$ cat src/hdl/flowMuxPkg.sv
package flowMuxPkg;

  // --------------------
  // Flow indexing
  // --------------------

  // Width of a flow index, enough for up to 16 flows
  localparam int FlowIndexWidth = 4;

  // Upper limit on the number of flows
  localparam int MaxNumFlows = 16;

  // Index of one flow, also carried beside the output data
  typedef logic [FlowIndexWidth-1:0] flowIndex_t;

  // --------------------
  // Default sizes
  // --------------------

  // Number of flows when the top level is left at its defaults
  localparam int DefaultNumFlows = 4;

  // Data word width in bits
  localparam int DefaultDataWidth = 8;

endpackage : flowMuxPkg
$ cat src/hdl/flowMux.sv
`timescale 1ns/100ps

module flowMux
  import flowMuxPkg::*;
#(
  parameter int NumFlows  = DefaultNumFlows,
  parameter int DataWidth = DefaultDataWidth
) (
  input  logic                               clk,
  input  logic                               reset,
  // Producer flows
  input  logic [NumFlows-1:0]                pushValid,
  output logic [NumFlows-1:0]                pushReady,
  input  logic [NumFlows-1:0][DataWidth-1:0] pushData,
  // Consumer side
  input  logic                               popReady,
  output logic                               popValid,
  output logic [DataWidth-1:0]               popData,
  output flowIndex_t                         popFlow
);

  // Flow count has to fit the index type
  if ((NumFlows < 2) || (NumFlows > MaxNumFlows)) begin : genNumFlowsCheck
    $error("flowMux: NumFlows must lie between 2 and MaxNumFlows");
  end

  // Output payload, data above the winning flow index
  typedef logic [DataWidth+FlowIndexWidth-1:0] outPayload_t;

  logic [NumFlows-1:0]                bufValid;
  logic [NumFlows-1:0]                bufReady;
  logic [NumFlows-1:0][DataWidth-1:0] bufData;

  logic                 coreValid;
  logic                 coreReady;
  logic [DataWidth-1:0] coreData;
  flowIndex_t           coreFlow;
  outPayload_t          outPayload;

  // --------------------
  // Input buffers
  // --------------------

  // One skid buffer per flow cuts the ready path back to the producer
  for (genvar i = 0; i < NumFlows; i++) begin : genInputBuffers
    flowSkidBuffer #(
      .payload_t(logic [DataWidth-1:0])
    ) inBuf_inst (
      .clk      (clk),
      .reset    (reset),
      .pushValid(pushValid[i]),
      .pushReady(pushReady[i]),
      .pushData (pushData[i]),
      .popReady (bufReady[i]),
      .popValid (bufValid[i]),
      .popData  (bufData[i])
    );
  end

  // --------------------
  // Mux core
  // --------------------

  flowMuxCore #(
    .NumFlows (NumFlows),
    .DataWidth(DataWidth)
  ) core_inst (
    .clk      (clk),
    .reset    (reset),
    .bufValid (bufValid),
    .bufReady (bufReady),
    .bufData  (bufData),
    .coreReady(coreReady),
    .coreValid(coreValid),
    .coreData (coreData),
    .coreFlow (coreFlow)
  );

  // --------------------
  // Output buffer
  // --------------------

  // Registers the unstable core output so the consumer sees steady data
  flowSkidBuffer #(
    .payload_t(outPayload_t)
  ) outBuf_inst (
    .clk      (clk),
    .reset    (reset),
    .pushValid(coreValid),
    .pushReady(coreReady),
    .pushData ({coreData, coreFlow}),
    .popReady (popReady),
    .popValid (popValid),
    .popData  (outPayload)
  );

  assign {popData, popFlow} = outPayload;

endmodule : flowMux

$ cat src/hdl/flowMuxCore.sv
`timescale 1ns/100ps

module flowMuxCore
  import flowMuxPkg::*;
#(
  parameter int NumFlows  = DefaultNumFlows,
  parameter int DataWidth = DefaultDataWidth
) (
  input  logic                               clk,
  input  logic                               reset,
  // Input buffers
  input  logic [NumFlows-1:0]                bufValid,
  output logic [NumFlows-1:0]                bufReady,
  input  logic [NumFlows-1:0][DataWidth-1:0] bufData,
  // Toward the output buffer, zero latency so data may shift while waiting
  input  logic                               coreReady,
  output logic                               coreValid,
  output logic [DataWidth-1:0]               coreData,
  output flowIndex_t                         coreFlow
);

  // Integration check on the flow count
  if ((NumFlows < 2) || (NumFlows > MaxNumFlows)) begin : genNumFlowsCheck
    $error("flowMuxCore: NumFlows must lie between 2 and MaxNumFlows");
  end

  // --------------------
  // Arbitration
  // --------------------

  logic [NumFlows-1:0] grant;
  logic                priorityUpdate;

  // Pointer advances only on an actual pop transfer
  assign priorityUpdate = coreValid && coreReady;

  roundRobinArbiter #(
    .NumFlows(NumFlows)
  ) arbiter_inst (
    .clk           (clk),
    .reset         (reset),
    .request       (bufValid),
    .priorityUpdate(priorityUpdate),
    .grant         (grant)
  );

  // Arbiter always grants when anything is requested
  assign coreValid = |bufValid;
  assign bufReady  = grant & {NumFlows{coreReady}};

  // --------------------
  // One-hot data mux and index encode
  // --------------------

  always_comb begin
    coreData = '0;
    coreFlow = '0;
    for (int i = 0; i < NumFlows; i++) begin
      coreData = coreData | (bufData[i] & {DataWidth{grant[i]}});
      if (grant[i]) begin
        coreFlow = flowIndex_t'(i);
      end
    end
  end

  // Transferred data comes from the flow that was accepted
  for (genvar i = 0; i < NumFlows; i++) begin : genDataSelectedCheck
    dataSelected: assert property (@(posedge clk) disable iff (reset)
      (bufValid[i] && bufReady[i]) |-> ((coreData == bufData[i]) && (coreFlow == i)));
  end

endmodule : flowMuxCore

$ cat src/hdl/roundRobinArbiter.sv
`timescale 1ns/100ps

module roundRobinArbiter
  import flowMuxPkg::*;
#(
  parameter int NumFlows = DefaultNumFlows
) (
  input  logic                clk,
  input  logic                reset,
  input  logic [NumFlows-1:0] request,
  input  logic                priorityUpdate,
  output logic [NumFlows-1:0] grant
);

  localparam int PtrWidth = $clog2(NumFlows);

  // --------------------
  // Priority pointer
  // --------------------

  // Flow with the highest priority this cycle
  logic [PtrWidth-1:0] ptr;
  logic [PtrWidth-1:0] winIdx;
  logic [PtrWidth-1:0] nextPtr;
  logic                anyGrant;

  // Scan upward from the pointer and wrap around
  always_comb begin
    int idx;
    anyGrant = 1'b0;
    winIdx   = '0;
    for (int off = 0; off < NumFlows; off++) begin
      idx = int'(ptr) + off;
      if (idx >= NumFlows) begin
        idx = idx - NumFlows;
      end
      if (!anyGrant && request[idx]) begin
        anyGrant = 1'b1;
        winIdx   = PtrWidth'(idx);
      end
    end
  end

  assign grant = anyGrant ? (NumFlows'(1) << winIdx) : '0;

  // One above the winner, wrapping at the last flow
  assign nextPtr = (int'(winIdx) == NumFlows - 1) ? '0 : winIdx + PtrWidth'(1);

  // Pointer only moves on an accepted grant, so a waiting grant can be preempted
  always_ff @(posedge clk) begin
    if (reset) begin
      ptr <= '0;
    end else if (priorityUpdate && anyGrant) begin
      ptr <= nextPtr;
    end
  end

  // --------------------
  // Checks
  // --------------------

  grantOneHot: assert property (@(posedge clk) disable iff (reset) $onehot0(grant));

  grantSubsetOfRequest: assert property (@(posedge clk) disable iff (reset)
    (grant & ~request) == '0);

endmodule : roundRobinArbiter

$ cat src/hdl/flowSkidBuffer.sv
`timescale 1ns/100ps

module flowSkidBuffer
  import flowMuxPkg::*;
#(
  parameter type payload_t = logic [DefaultDataWidth-1:0]
) (
  input  logic     clk,
  input  logic     reset,
  // Push side
  input  logic     pushValid,
  output logic     pushReady,
  input  payload_t pushData,
  // Pop side
  input  logic     popReady,
  output logic     popValid,
  output payload_t popData
);

  // --------------------
  // Storage and occupancy
  // --------------------

  // Main register holds the oldest entry, skid register the second one
  payload_t   mainData;
  payload_t   skidData;
  logic [1:0] count;
  logic [1:0] countNext;

  logic pushFire;
  logic popFire;
  logic loadMainFromPush;
  logic loadMainFromSkid;
  logic loadSkid;

  assign pushFire = pushValid && pushReady;
  assign popFire  = popValid && popReady;

  // Oldest entry is always in the main register
  assign popValid = (count != 2'd0);
  assign popData  = mainData;

  always_comb begin
    case ({pushFire, popFire})
      2'b10:   countNext = count + 2'd1;
      2'b01:   countNext = count - 2'd1;
      default: countNext = count;
    endcase
  end

  // Push goes straight to main when main is empty or being drained
  assign loadMainFromPush = pushFire && ((count == 2'd0) || ((count == 2'd1) && popFire));
  // Skid entry moves up once main is popped
  assign loadMainFromSkid = popFire && (count == 2'd2);
  // Push lands in skid when main is occupied and stays put
  assign loadSkid = pushFire && (count == 2'd1) && !popFire;

  always_ff @(posedge clk) begin
    if (reset) begin
      count     <= 2'd0;
      pushReady <= 1'b1;
    end else begin
      count <= countNext;
      // Ready drops in the cycle after the second entry arrives
      pushReady <= (countNext != 2'd2);
    end
  end

  // Payload registers
  always_ff @(posedge clk) begin
    if (loadMainFromPush) begin
      mainData <= pushData;
    end else if (loadMainFromSkid) begin
      mainData <= skidData;
    end
    if (loadSkid) begin
      skidData <= pushData;
    end
  end

  // --------------------
  // Checks
  // --------------------

  // Registered ready must never let a third entry in
  noPushWhenFull: assert property (@(posedge clk) disable iff (reset)
    (count == 2'd2) |-> !pushFire);

  // Output holds still while the consumer stalls
  popStableWhenStalled: assert property (@(posedge clk) disable iff (reset)
    (popValid && !popReady) |=> (popValid && $stable(popData)));

endmodule : flowSkidBuffer

$ cat config.mk
export PLATFORM = sky130hd
export DESIGN_NAME = flowMux
export DESIGN_NICKNAME = d
export VERILOG_FILES = /design/src/hdl/flowMuxPkg.sv /design/src/hdl/flowMux.sv /design/src/hdl/flowMuxCore.sv /design/src/hdl/roundRobinArbiter.sv /design/src/hdl/flowSkidBuffer.sv
export SDC_FILE = /design/constraint.sdc
export NUM_CORES = 1
export LEC_CHECK = 0
export ABC_AREA = 1
export BUFFER_PORTS_ARGS = -buffer_cell sky130_fd_sc_hd__buf_2
export CAP_MARGIN = 15
export CORE_MARGIN = 5
export CORE_UTILIZATION = 29
export CTS_CLUSTER_SIZE = 40
export DETAILED_ROUTE_END_ITERATION = 16
export SYNTH_ARGS = -nofsm -noshare
export SYNTH_HDL_FRONTEND = slang
export SYNTH_SLANG_ARGS = --single-unit
export TNS_END_PERCENT = 30
$ cat constraint.sdc
create_clock -name clk -period 4.4 [get_ports clk]
set_clock_uncertainty 0.1 [all_clocks]
set_input_delay 0.22 -clock clk [delete_from_list [all_inputs] [get_ports clk]]
set_output_delay 0.22 -clock clk [all_outputs]
set_load 0.005 [all_outputs]
== Yosys cells after proc, flatten, opt, wreduce, memory -nomap -nowiden ==
Cells that the tools add are included.
Operators by class
  add/subtract/negate cells: 18
  order comparisons: 8
  equal/unequal tests: 26
  shift operators: 1
  multiplexer cells: 44
  bitwise gates (word level): 8
  reductions and logical operators: 68
Operators by type and width (count)
  32-bit by 4-bit < comparator with 1-bit output (second input constant): 4
  32-bit 2-to-1 mux: 4
  8-bit 2-to-1 mux: 8
  1-bit logical AND: 39
  8-bit bitwise AND: 4
  12-bit 2-to-1 mux: 2
  8-bit OR: 3
  2-bit by 1-bit == test with 1-bit output (second input constant): 11
  2-bit == test (second input constant): 10
  2-bit one-hot mux with 2 select lines: 5
  2-bit nonzero test: 10
  1-bit 2-to-1 mux: 13
  2-bit by 1-bit adder with 2-bit output (second input constant): 6
  4-bit 2-to-1 mux: 3
  3-bit by 3-bit subtractor with 4-bit output (second input constant): 3
  2-bit logical NOT: 5
  2-bit 2-to-1 mux: 5
  2-bit != test (second input constant): 5
  2-bit by 1-bit subtractor with 2-bit output (second input constant): 5
  3-bit >= comparator (second input constant): 3
  1-bit binary-select mux with 2-bit select: 4
  1-bit logical NOT: 8
  2-bit by 2-bit adder with 3-bit output (second input constant): 2
  1-bit logical OR: 5
  6 further kinds: 6
Storage, ports and cells
  register bits after elaboration: 105
  bits of input ports: 39
  output and inout bits: 17
  logic and storage cells: 194

== Logic depth before layout (Yosys ltp) ==
  depth after elaboration: 23
  mapped depth: 26
  gate-level depth less buffers: 25

== Modules after synthesis ==
A second synthesis with hierarchy kept.
Unflattened totals
  cell total of the unflattened synthesis: 575
  area total of the unflattened synthesis: 5282.6 um^2
Modules (own cells, without submodules)
  flowSkidBuffer (genInputBuffers[0].inBuf_inst ...): instances 4, cells each 74, area an instance 819.5 um^2, seq. area each 540.5 um^2
  flowSkidBuffer (outBuf_inst): instances 1, cells each 97, area an instance 1134.8 um^2, seq. area each 780.7 um^2
  roundRobinArbiter: instances 1, cells each 87, area an instance 479.2 um^2, seq. area each 40.0 um^2
  flowMuxCore: instances 1, cells each 95, area an instance 390.4 um^2, seq. area each 0.0 um^2

== Least setup slack after synthesis ==
OpenSTA, ideal clock, no wires.
  path type: register -> register
  from: reg genInputBuffers[3].inBuf_inst.count[0]
  to: reg genInputBuffers[2].inBuf_inst.pushReady
  library setup time: 0.120 ns
  arrival time: 2.899 ns
  data required time: 4.180 ns
  setup slack: 1.281 ns
  cell stages (with the launch flop): 25
  path buffers: 2
  period minus slack after synthesis: 3.119 ns
  cells stage by stage: dfxtp_1 > inv_1 > ha_1 > inv_1 > nand2_1 > nand2_1 > nand2_1 > nand2_2 > nor2_2 > nand3_2 > buf_6 > nand3_1 > o21ai_0 > inv_1 > ha_1 > buf_1 > nand2_2 > nor2_4 > nand2_1 > inv_1 > ha_1 > a21oi_1 > o21ai_0 > inv_1 > nand2_1
Between the ends
  word-level cells in the longest chain between the ends: 21
  elaborated cells on any way between the ends: 35
  classes of those cells: 3 x eq/ne; 1 x shift; 22 x mux; 1 x bitwise; 8 x reduce/logical
RTL lines
  start: declaration: line flowSkidBuffer.sv:27  | logic [1:0] count;
  start signal: assignment: line flowSkidBuffer.sv:63  | count <= countNext;
  2-bit nonzero test *: line flowSkidBuffer.sv:40  | assign popValid = (count != 2'd0);
  1-bit binary-select mux with 2-bit select: line roundRobinArbiter.sv:37  | if (!anyGrant && request[idx]) begin
  1-bit 2-to-1 mux (not written as such) (2 in series): line roundRobinArbiter.sv:37
  1-bit 2-to-1 mux: line roundRobinArbiter.sv:37
  1-bit logical NOT: line roundRobinArbiter.sv:37
  1-bit logical AND: line roundRobinArbiter.sv:37
  1-bit 2-to-1 mux: line roundRobinArbiter.sv:37
  1-bit logical NOT: line roundRobinArbiter.sv:37
  [... 4 more ...]
  2-bit 2-to-1 mux: line roundRobinArbiter.sv:37
  1-bit by 2-bit left shift with 4-bit output: line roundRobinArbiter.sv:44  | assign grant = anyGrant ? (NumFlows'(1) << winIdx) : '0;
  4-bit 2-to-1 mux *: line roundRobinArbiter.sv:44
  4-bit bitwise AND *: line flowMuxCore.sv:49  | assign bufReady = grant & {NumFlows{coreReady}};
  1-bit logical AND *: line flowSkidBuffer.sv:37  | assign popFire = popValid && popReady;
  2-bit by 1-bit == test with 1-bit output or 2-bit == test (tied branches): line flowSkidBuffer.sv:44  | case ({pushFire, popFire})
  2-bit one-hot mux with 2 select lines *: line flowSkidBuffer.sv:44
  2-bit != test *: line flowSkidBuffer.sv:65  | pushReady <= (countNext != 2'd2);
  end signal: assignment: line flowSkidBuffer.sv:65
  end: declaration: line flowSkidBuffer.sv:12  | output logic pushReady,
Mark *: on every way between the ends. The rest lies on a longest branch, timed or not. The select of a mux whose other input is x is not followed.
A chain may end at the register's enable or synchronous reset.

== Final worst setup path ==
  from: reg genInputBuffers[2].inBuf_inst.count[0]
  to: reg genInputBuffers[2].inBuf_inst.pushReady
Between the ends
  word-level cells in the longest chain between the ends: 21
  elaborated cells on any way between the ends: 37
  classes of those cells: 2 x add/sub; 3 x eq/ne; 1 x shift; 22 x mux; 1 x bitwise; 8 x reduce/logical
RTL lines (line)
  start: declaration: flowSkidBuffer.sv:27
  start signal: assignment: flowSkidBuffer.sv:63
  2-bit nonzero test: flowSkidBuffer.sv:40
  1-bit binary-select mux with 2-bit select: roundRobinArbiter.sv:37
  1-bit 2-to-1 mux (not written as such) (2 in series): roundRobinArbiter.sv:37
  1-bit 2-to-1 mux: roundRobinArbiter.sv:37
  1-bit logical NOT: roundRobinArbiter.sv:37
  1-bit logical AND: roundRobinArbiter.sv:37
  1-bit 2-to-1 mux: roundRobinArbiter.sv:37
  1-bit logical NOT: roundRobinArbiter.sv:37
  [... 4 more ...]
  2-bit 2-to-1 mux: roundRobinArbiter.sv:37
  1-bit by 2-bit left shift with 4-bit output: roundRobinArbiter.sv:44
  4-bit 2-to-1 mux: roundRobinArbiter.sv:44
  4-bit bitwise AND: flowMuxCore.sv:49
  1-bit logical AND: flowSkidBuffer.sv:37
  2-bit by 1-bit == test with 1-bit output or 2-bit == test (tied branches): flowSkidBuffer.sv:44
  2-bit one-hot mux with 2 select lines *: flowSkidBuffer.sv:44
  2-bit != test *: flowSkidBuffer.sv:65
Marks and branches as above.

==> impl_metrics.prom <==
# TYPE chip_impl_metric gauge
chip_impl_info{name="critical_path.startpoint",value="genInputBuffers[2].inBuf_inst.count[0]"} 1
chip_impl_metric{name="worstPathArrival",unit="ns"} 3.63
chip_impl_metric{name="hpwlAfterDp",unit="um"} 8120
chip_impl_metric{name="antennaDiodeCount",unit=""} 0
chip_impl_metric{name="post_cts_buffers",unit=""} 0
chip_impl_metric{name="synth-seq-area-share",unit="%"} 55.40
chip_impl_metric{name="post_cts_resize_count",unit=""} 0
chip_impl_metric{name="postSynthAreaPerCell",unit="um^2"} 9.569
chip_impl_metric{name="critical_path_buf_inv_count",unit=""} 4
chip_impl_metric{name="floorplan.rows",unit=""} 48
chip_impl_metric{name="detailedRoute.firstPassIterationCount",unit=""} 4
chip_impl_metric{name="ys_seq_elements",unit=""} 101
chip_impl_metric{name="total_die_area",unit="um^2"} 20590
chip_impl_metric{name="cts-buffers-inserted",unit=""} 9
chip_impl_metric{name="layout-drive-gt1-share",unit="%"} 16.19
chip_impl_info{name="worst_path_max_delay_cell",value="sky130_fd_sc_hd__o21ai_0"} 1
chip_impl_info{name="final_common_cell",value="sky130_fd_sc_hd__nand2_1"} 1
chip_impl_metric{name="r2r_cells",unit=""} 22
chip_impl_metric{name="relative_area_change_from_synthesis_to_final_layout",unit="%"} 20.63
chip_impl_info{name="cp_endpoint_kind",value="register"} 1
chip_impl_metric{name="ys.warnings.count",unit=""} 0
chip_impl_metric{name="timing_max_transition_violations_final",unit=""} 0
chip_impl_metric{name="initialDrtViolationCount",unit=""} 196
chip_impl_metric{name="clock_sinks",unit=""} 101
chip_impl_metric{name="grt_util_all_layers",unit="%"} 11.07
chip_impl_metric{name="critical_path_depth",unit=""} 22
chip_impl_metric{name="wl_per_cell",unit="um"} 12.65
chip_impl_metric{name="clk_pin_slew",unit="ns"} 0.07
chip_impl_metric{name="worstPathMaxFanout",unit=""} 10
chip_impl_metric{name="antenna_found_initial",unit=""} 0
chip_impl_info{name="crit_family",value="simple AND/OR/NAND/NOR gates"} 1
chip_impl_metric{name="first_global_vias",unit=""} 3605
chip_impl_metric{name="detail_route.drc_violations",unit=""} 0
chip_impl_info{name="rsz0062_at_grt",value="false"} 1
chip_impl_metric{name="cp.required",unit="ns"} 4.54
chip_impl_info{name="critical_path.startpoint_type",value="register"} 1
chip_impl_metric{name="clock.fmax",unit="MHz"} 286.1
chip_impl_metric{name="total_length_of_routed_wires",unit="um"} 10740
chip_impl_info{name="setup.worst_path.end",value="genInputBuffers[2].inBuf_inst.pushReady"} 1
chip_impl_metric{name="floorplan.core_area",unit="um^2"} 17420
chip_impl_metric{name="gr-total-overflow",unit=""} 0
chip_impl_metric{name="finalSetupViolations",unit=""} 0
chip_impl_metric{name="die_h",unit="um"} 143.5
chip_impl_metric{name="max_clock_buf_depth",unit=""} 2
chip_impl_metric{name="totalNegativeSetupSlack",unit="ns"} 0
chip_impl_metric{name="io-pin-count",unit=""} 56
chip_impl_metric{name="mappedNetlistArea",unit="um^2"} 5167
chip_impl_info{name="tritoncts",value="done"} 1
chip_impl_metric{name="finalHoldViolCount",unit=""} 0
chip_impl_info{name="outcome",value="complete, no violations"} 1
chip_impl_info{name="hold_path.class",value="primary input to register"} 1
chip_impl_metric{name="drt-vias-per-instance",unit=""} 4.344
chip_impl_metric{name="synthDistinctLibCells",unit=""} 25
chip_impl_metric{name="syn_inst",unit=""} 540
chip_impl_info{name="clk_root_buffer_cell",value="sky130_fd_sc_hd__clkbuf_16"} 1
chip_impl_metric{name="grt_start_max_net_pins",unit=""} 38
chip_impl_metric{name="die-width",unit="um"} 143.5
chip_impl_info{name="worstReg2RegStart",value="genInputBuffers[2].inBuf_inst.count[0]"} 1
chip_impl_info{name="mostFrequentLayoutCells",value="sky130_fd_sc_hd__nand2_1 (155), sky130_fd_sc_hd__edfxtp_1 (84), sky130_fd_sc_hd__nand3_1 (72)"} 1
chip_impl_metric{name="max-cap-violations",unit=""} 0
chip_impl_metric{name="grt_first_pass_wirelength",unit="um"} 17760
chip_impl_metric{name="via_total_after_detailed_routing",unit=""} 3688
chip_impl_info{name="critical_path.reg2reg.endpoint",value="genInputBuffers[2].inBuf_inst.pushReady"} 1
chip_impl_metric{name="floorplan.initialDensity",unit="%"} 29.67
chip_impl_metric{name="routability_congestion",unit=""} 0.8560
chip_impl_info{name="critical_path_class",value="register to register"} 1
chip_impl_metric{name="ff2ff_setup_slack",unit="ns"} 0.90
chip_impl_metric{name="worst_slew_margin_rel",unit="%"} 47.89
chip_impl_metric{name="io_buffer_count",unit=""} 53
chip_impl_metric{name="final.min_clock_period",unit="ns"} 3.496
chip_impl_metric{name="cpPeakStageDelay",unit="ns"} 0.40
chip_impl_metric{name="nets",unit=""} 691
chip_impl_info{name="path_cells",value="inv_1, ha_1, inv_1, nand2_1, nand2_1, nand2_1, nand2_2, nor2_2, nand2_1, nand2_1, o21ai_0, inv_1, ha_1, nand2_2, nor2_4, nand2_1, inv_1, ha_1, o21ai_0, nor2_1, a21oi_1, nand2_1"} 1
chip_impl_metric{name="ant_nets",unit=""} 0
chip_impl_metric{name="tightestPinTransition",unit="ns"} 0.7788
chip_impl_metric{name="htree_levels",unit=""} 3
chip_impl_metric{name="final.period_utilization",unit="%"} 79.44
chip_impl_info{name="timing.critical_path.mode_cell",value="sky130_fd_sc_hd__nand2_1"} 1
chip_impl_metric{name="worstSkewPairLatency",unit="ns"} 0.35
per-stage QoR:
| stage | std cells | hold WS [ns] | util [%] | cell area (um^2) | setup slack, ns |
|---|---|---|---|---|---|
| final | 849 | 0.1289 | 35.79 | 6233 | 0.9044 |
| after CTS | 849 | 0.1230 | 35.79 | 6233 | 0.9168 |
| after global placement | 801 | 0.3165 | 32.08 | 5588 | 0.9495 |
| after floorplan | 541 | 0.2189 | - | 5171 | 1.281 |
| after global routing | 849 | 0.1457 | 35.79 | 6233 | 0.4810 |
| after detailed placement | 801 | 0.3176 | 32.08 | 5588 | 0.9303 |
worst min path at each step:
stage	start	end	slack [ns]	cells past startpoint
3_5_place_dp	pushData[21]	genInputBuffers[2].inBuf_inst.skidData[5]	0.32	1
3_3_place_gp	pushData[21]	genInputBuffers[2].inBuf_inst.skidData[5]	0.32	1
4_1_cts	reset	outBuf_inst.count[0]	0.12	2
2_1_floorplan	pushData[0]	genInputBuffers[0].inBuf_inst.skidData[0]	0.22	0
5_1_grt	reset	genInputBuffers[2].inBuf_inst.count[0]	0.15	2
6_report	reset	outBuf_inst.count[0]	0.13	2
Yosys cell counts:
cell	count	share of area [%]
sky130_fd_sc_hd__a21oi_1	15	1.5
sky130_fd_sc_hd__buf_1	1	0.073
sky130_fd_sc_hd__buf_2	2	0.19
sky130_fd_sc_hd__buf_4	7	1.0
sky130_fd_sc_hd__buf_6	5	1.1
sky130_fd_sc_hd__clkbuf_1	4	0.29
sky130_fd_sc_hd__conb_1	1	0.073
sky130_fd_sc_hd__dfxtp_1	17	6.6
sky130_fd_sc_hd__edfxtp_1	84	49
sky130_fd_sc_hd__ha_1	33	8.0
sky130_fd_sc_hd__inv_1	50	3.6
sky130_fd_sc_hd__inv_2	5	0.36
sky130_fd_sc_hd__mux2_2	1	0.22
sky130_fd_sc_hd__nand2_1	155	11
sky130_fd_sc_hd__nand2_2	13	1.6
sky130_fd_sc_hd__nand2_4	7	1.5
sky130_fd_sc_hd__nand3_1	72	7.0
sky130_fd_sc_hd__nand3_2	1	0.19
sky130_fd_sc_hd__nand4_1	8	0.97
sky130_fd_sc_hd__nor2_1	21	1.5
sky130_fd_sc_hd__nor2_2	2	0.24
sky130_fd_sc_hd__nor2_4	3	0.65
sky130_fd_sc_hd__o21ai_0	22	2.1
sky130_fd_sc_hd__o21ai_1	9	0.87
sky130_fd_sc_hd__o31ai_1	2	0.29
kinds of logic after synthesis:
| kind of cell | share of synthesized area [%] |
|---|---|
| DFF | 55.40 |
| AOI/OAI and AO/OA | 4.746 |
| other | 0.07257 |
| buffers and inverters | 6.658 |
| and+or+nand+nor | 24.92 |
| adders and majority gates | 7.990 |
| muxes | 0.2179 |
layer usage:
layer  global-route usage [%]  share of wire [%]  wire length, um
met5                        0                  0                0
met4                    4.212                2.1              227
met3                    2.629                5.1              544
met2                    17.33                 45             4803
met1                    14.92                 48             5164
flip-flops by register name, summed over array words and instances, names as in the netlist:
register,flops
outBuf_inst.pushReady,1
core_inst.arbiter_inst.ptr,2
outBuf_inst.skidData,10
genInputBuffers.inBuf_inst.pushReady,4
genInputBuffers.inBuf_inst.count,8
genInputBuffers.inBuf_inst.popData,32
outBuf_inst.count,2
outBuf_inst.popData,10
genInputBuffers.inBuf_inst.skidData,32
final cells by class:
type / count / area (um^2)
multi-input cells: 366 / 1964
inverters: 55 / 206.4
well taps: 225 / 281.5
clock buffers: 10 / 229.0
flip-flops and latches: 101 / 2863
fillers: 1754 / 11180
clock inverters: 6 / 96.34
repair buffers: 86 / 593.1
timing repair:
| action | CTS | global route |
|---|---|---|
| setup endpoints to repair | 0 | 0 |
| endpoints found under the hold margin | 32 | 0 |
| hold buffers | 32 | 0 |
Power is left out: the tool's default activity adds up to more than one toggle a clock period on the data nets, which glitch-free logic cannot reach.
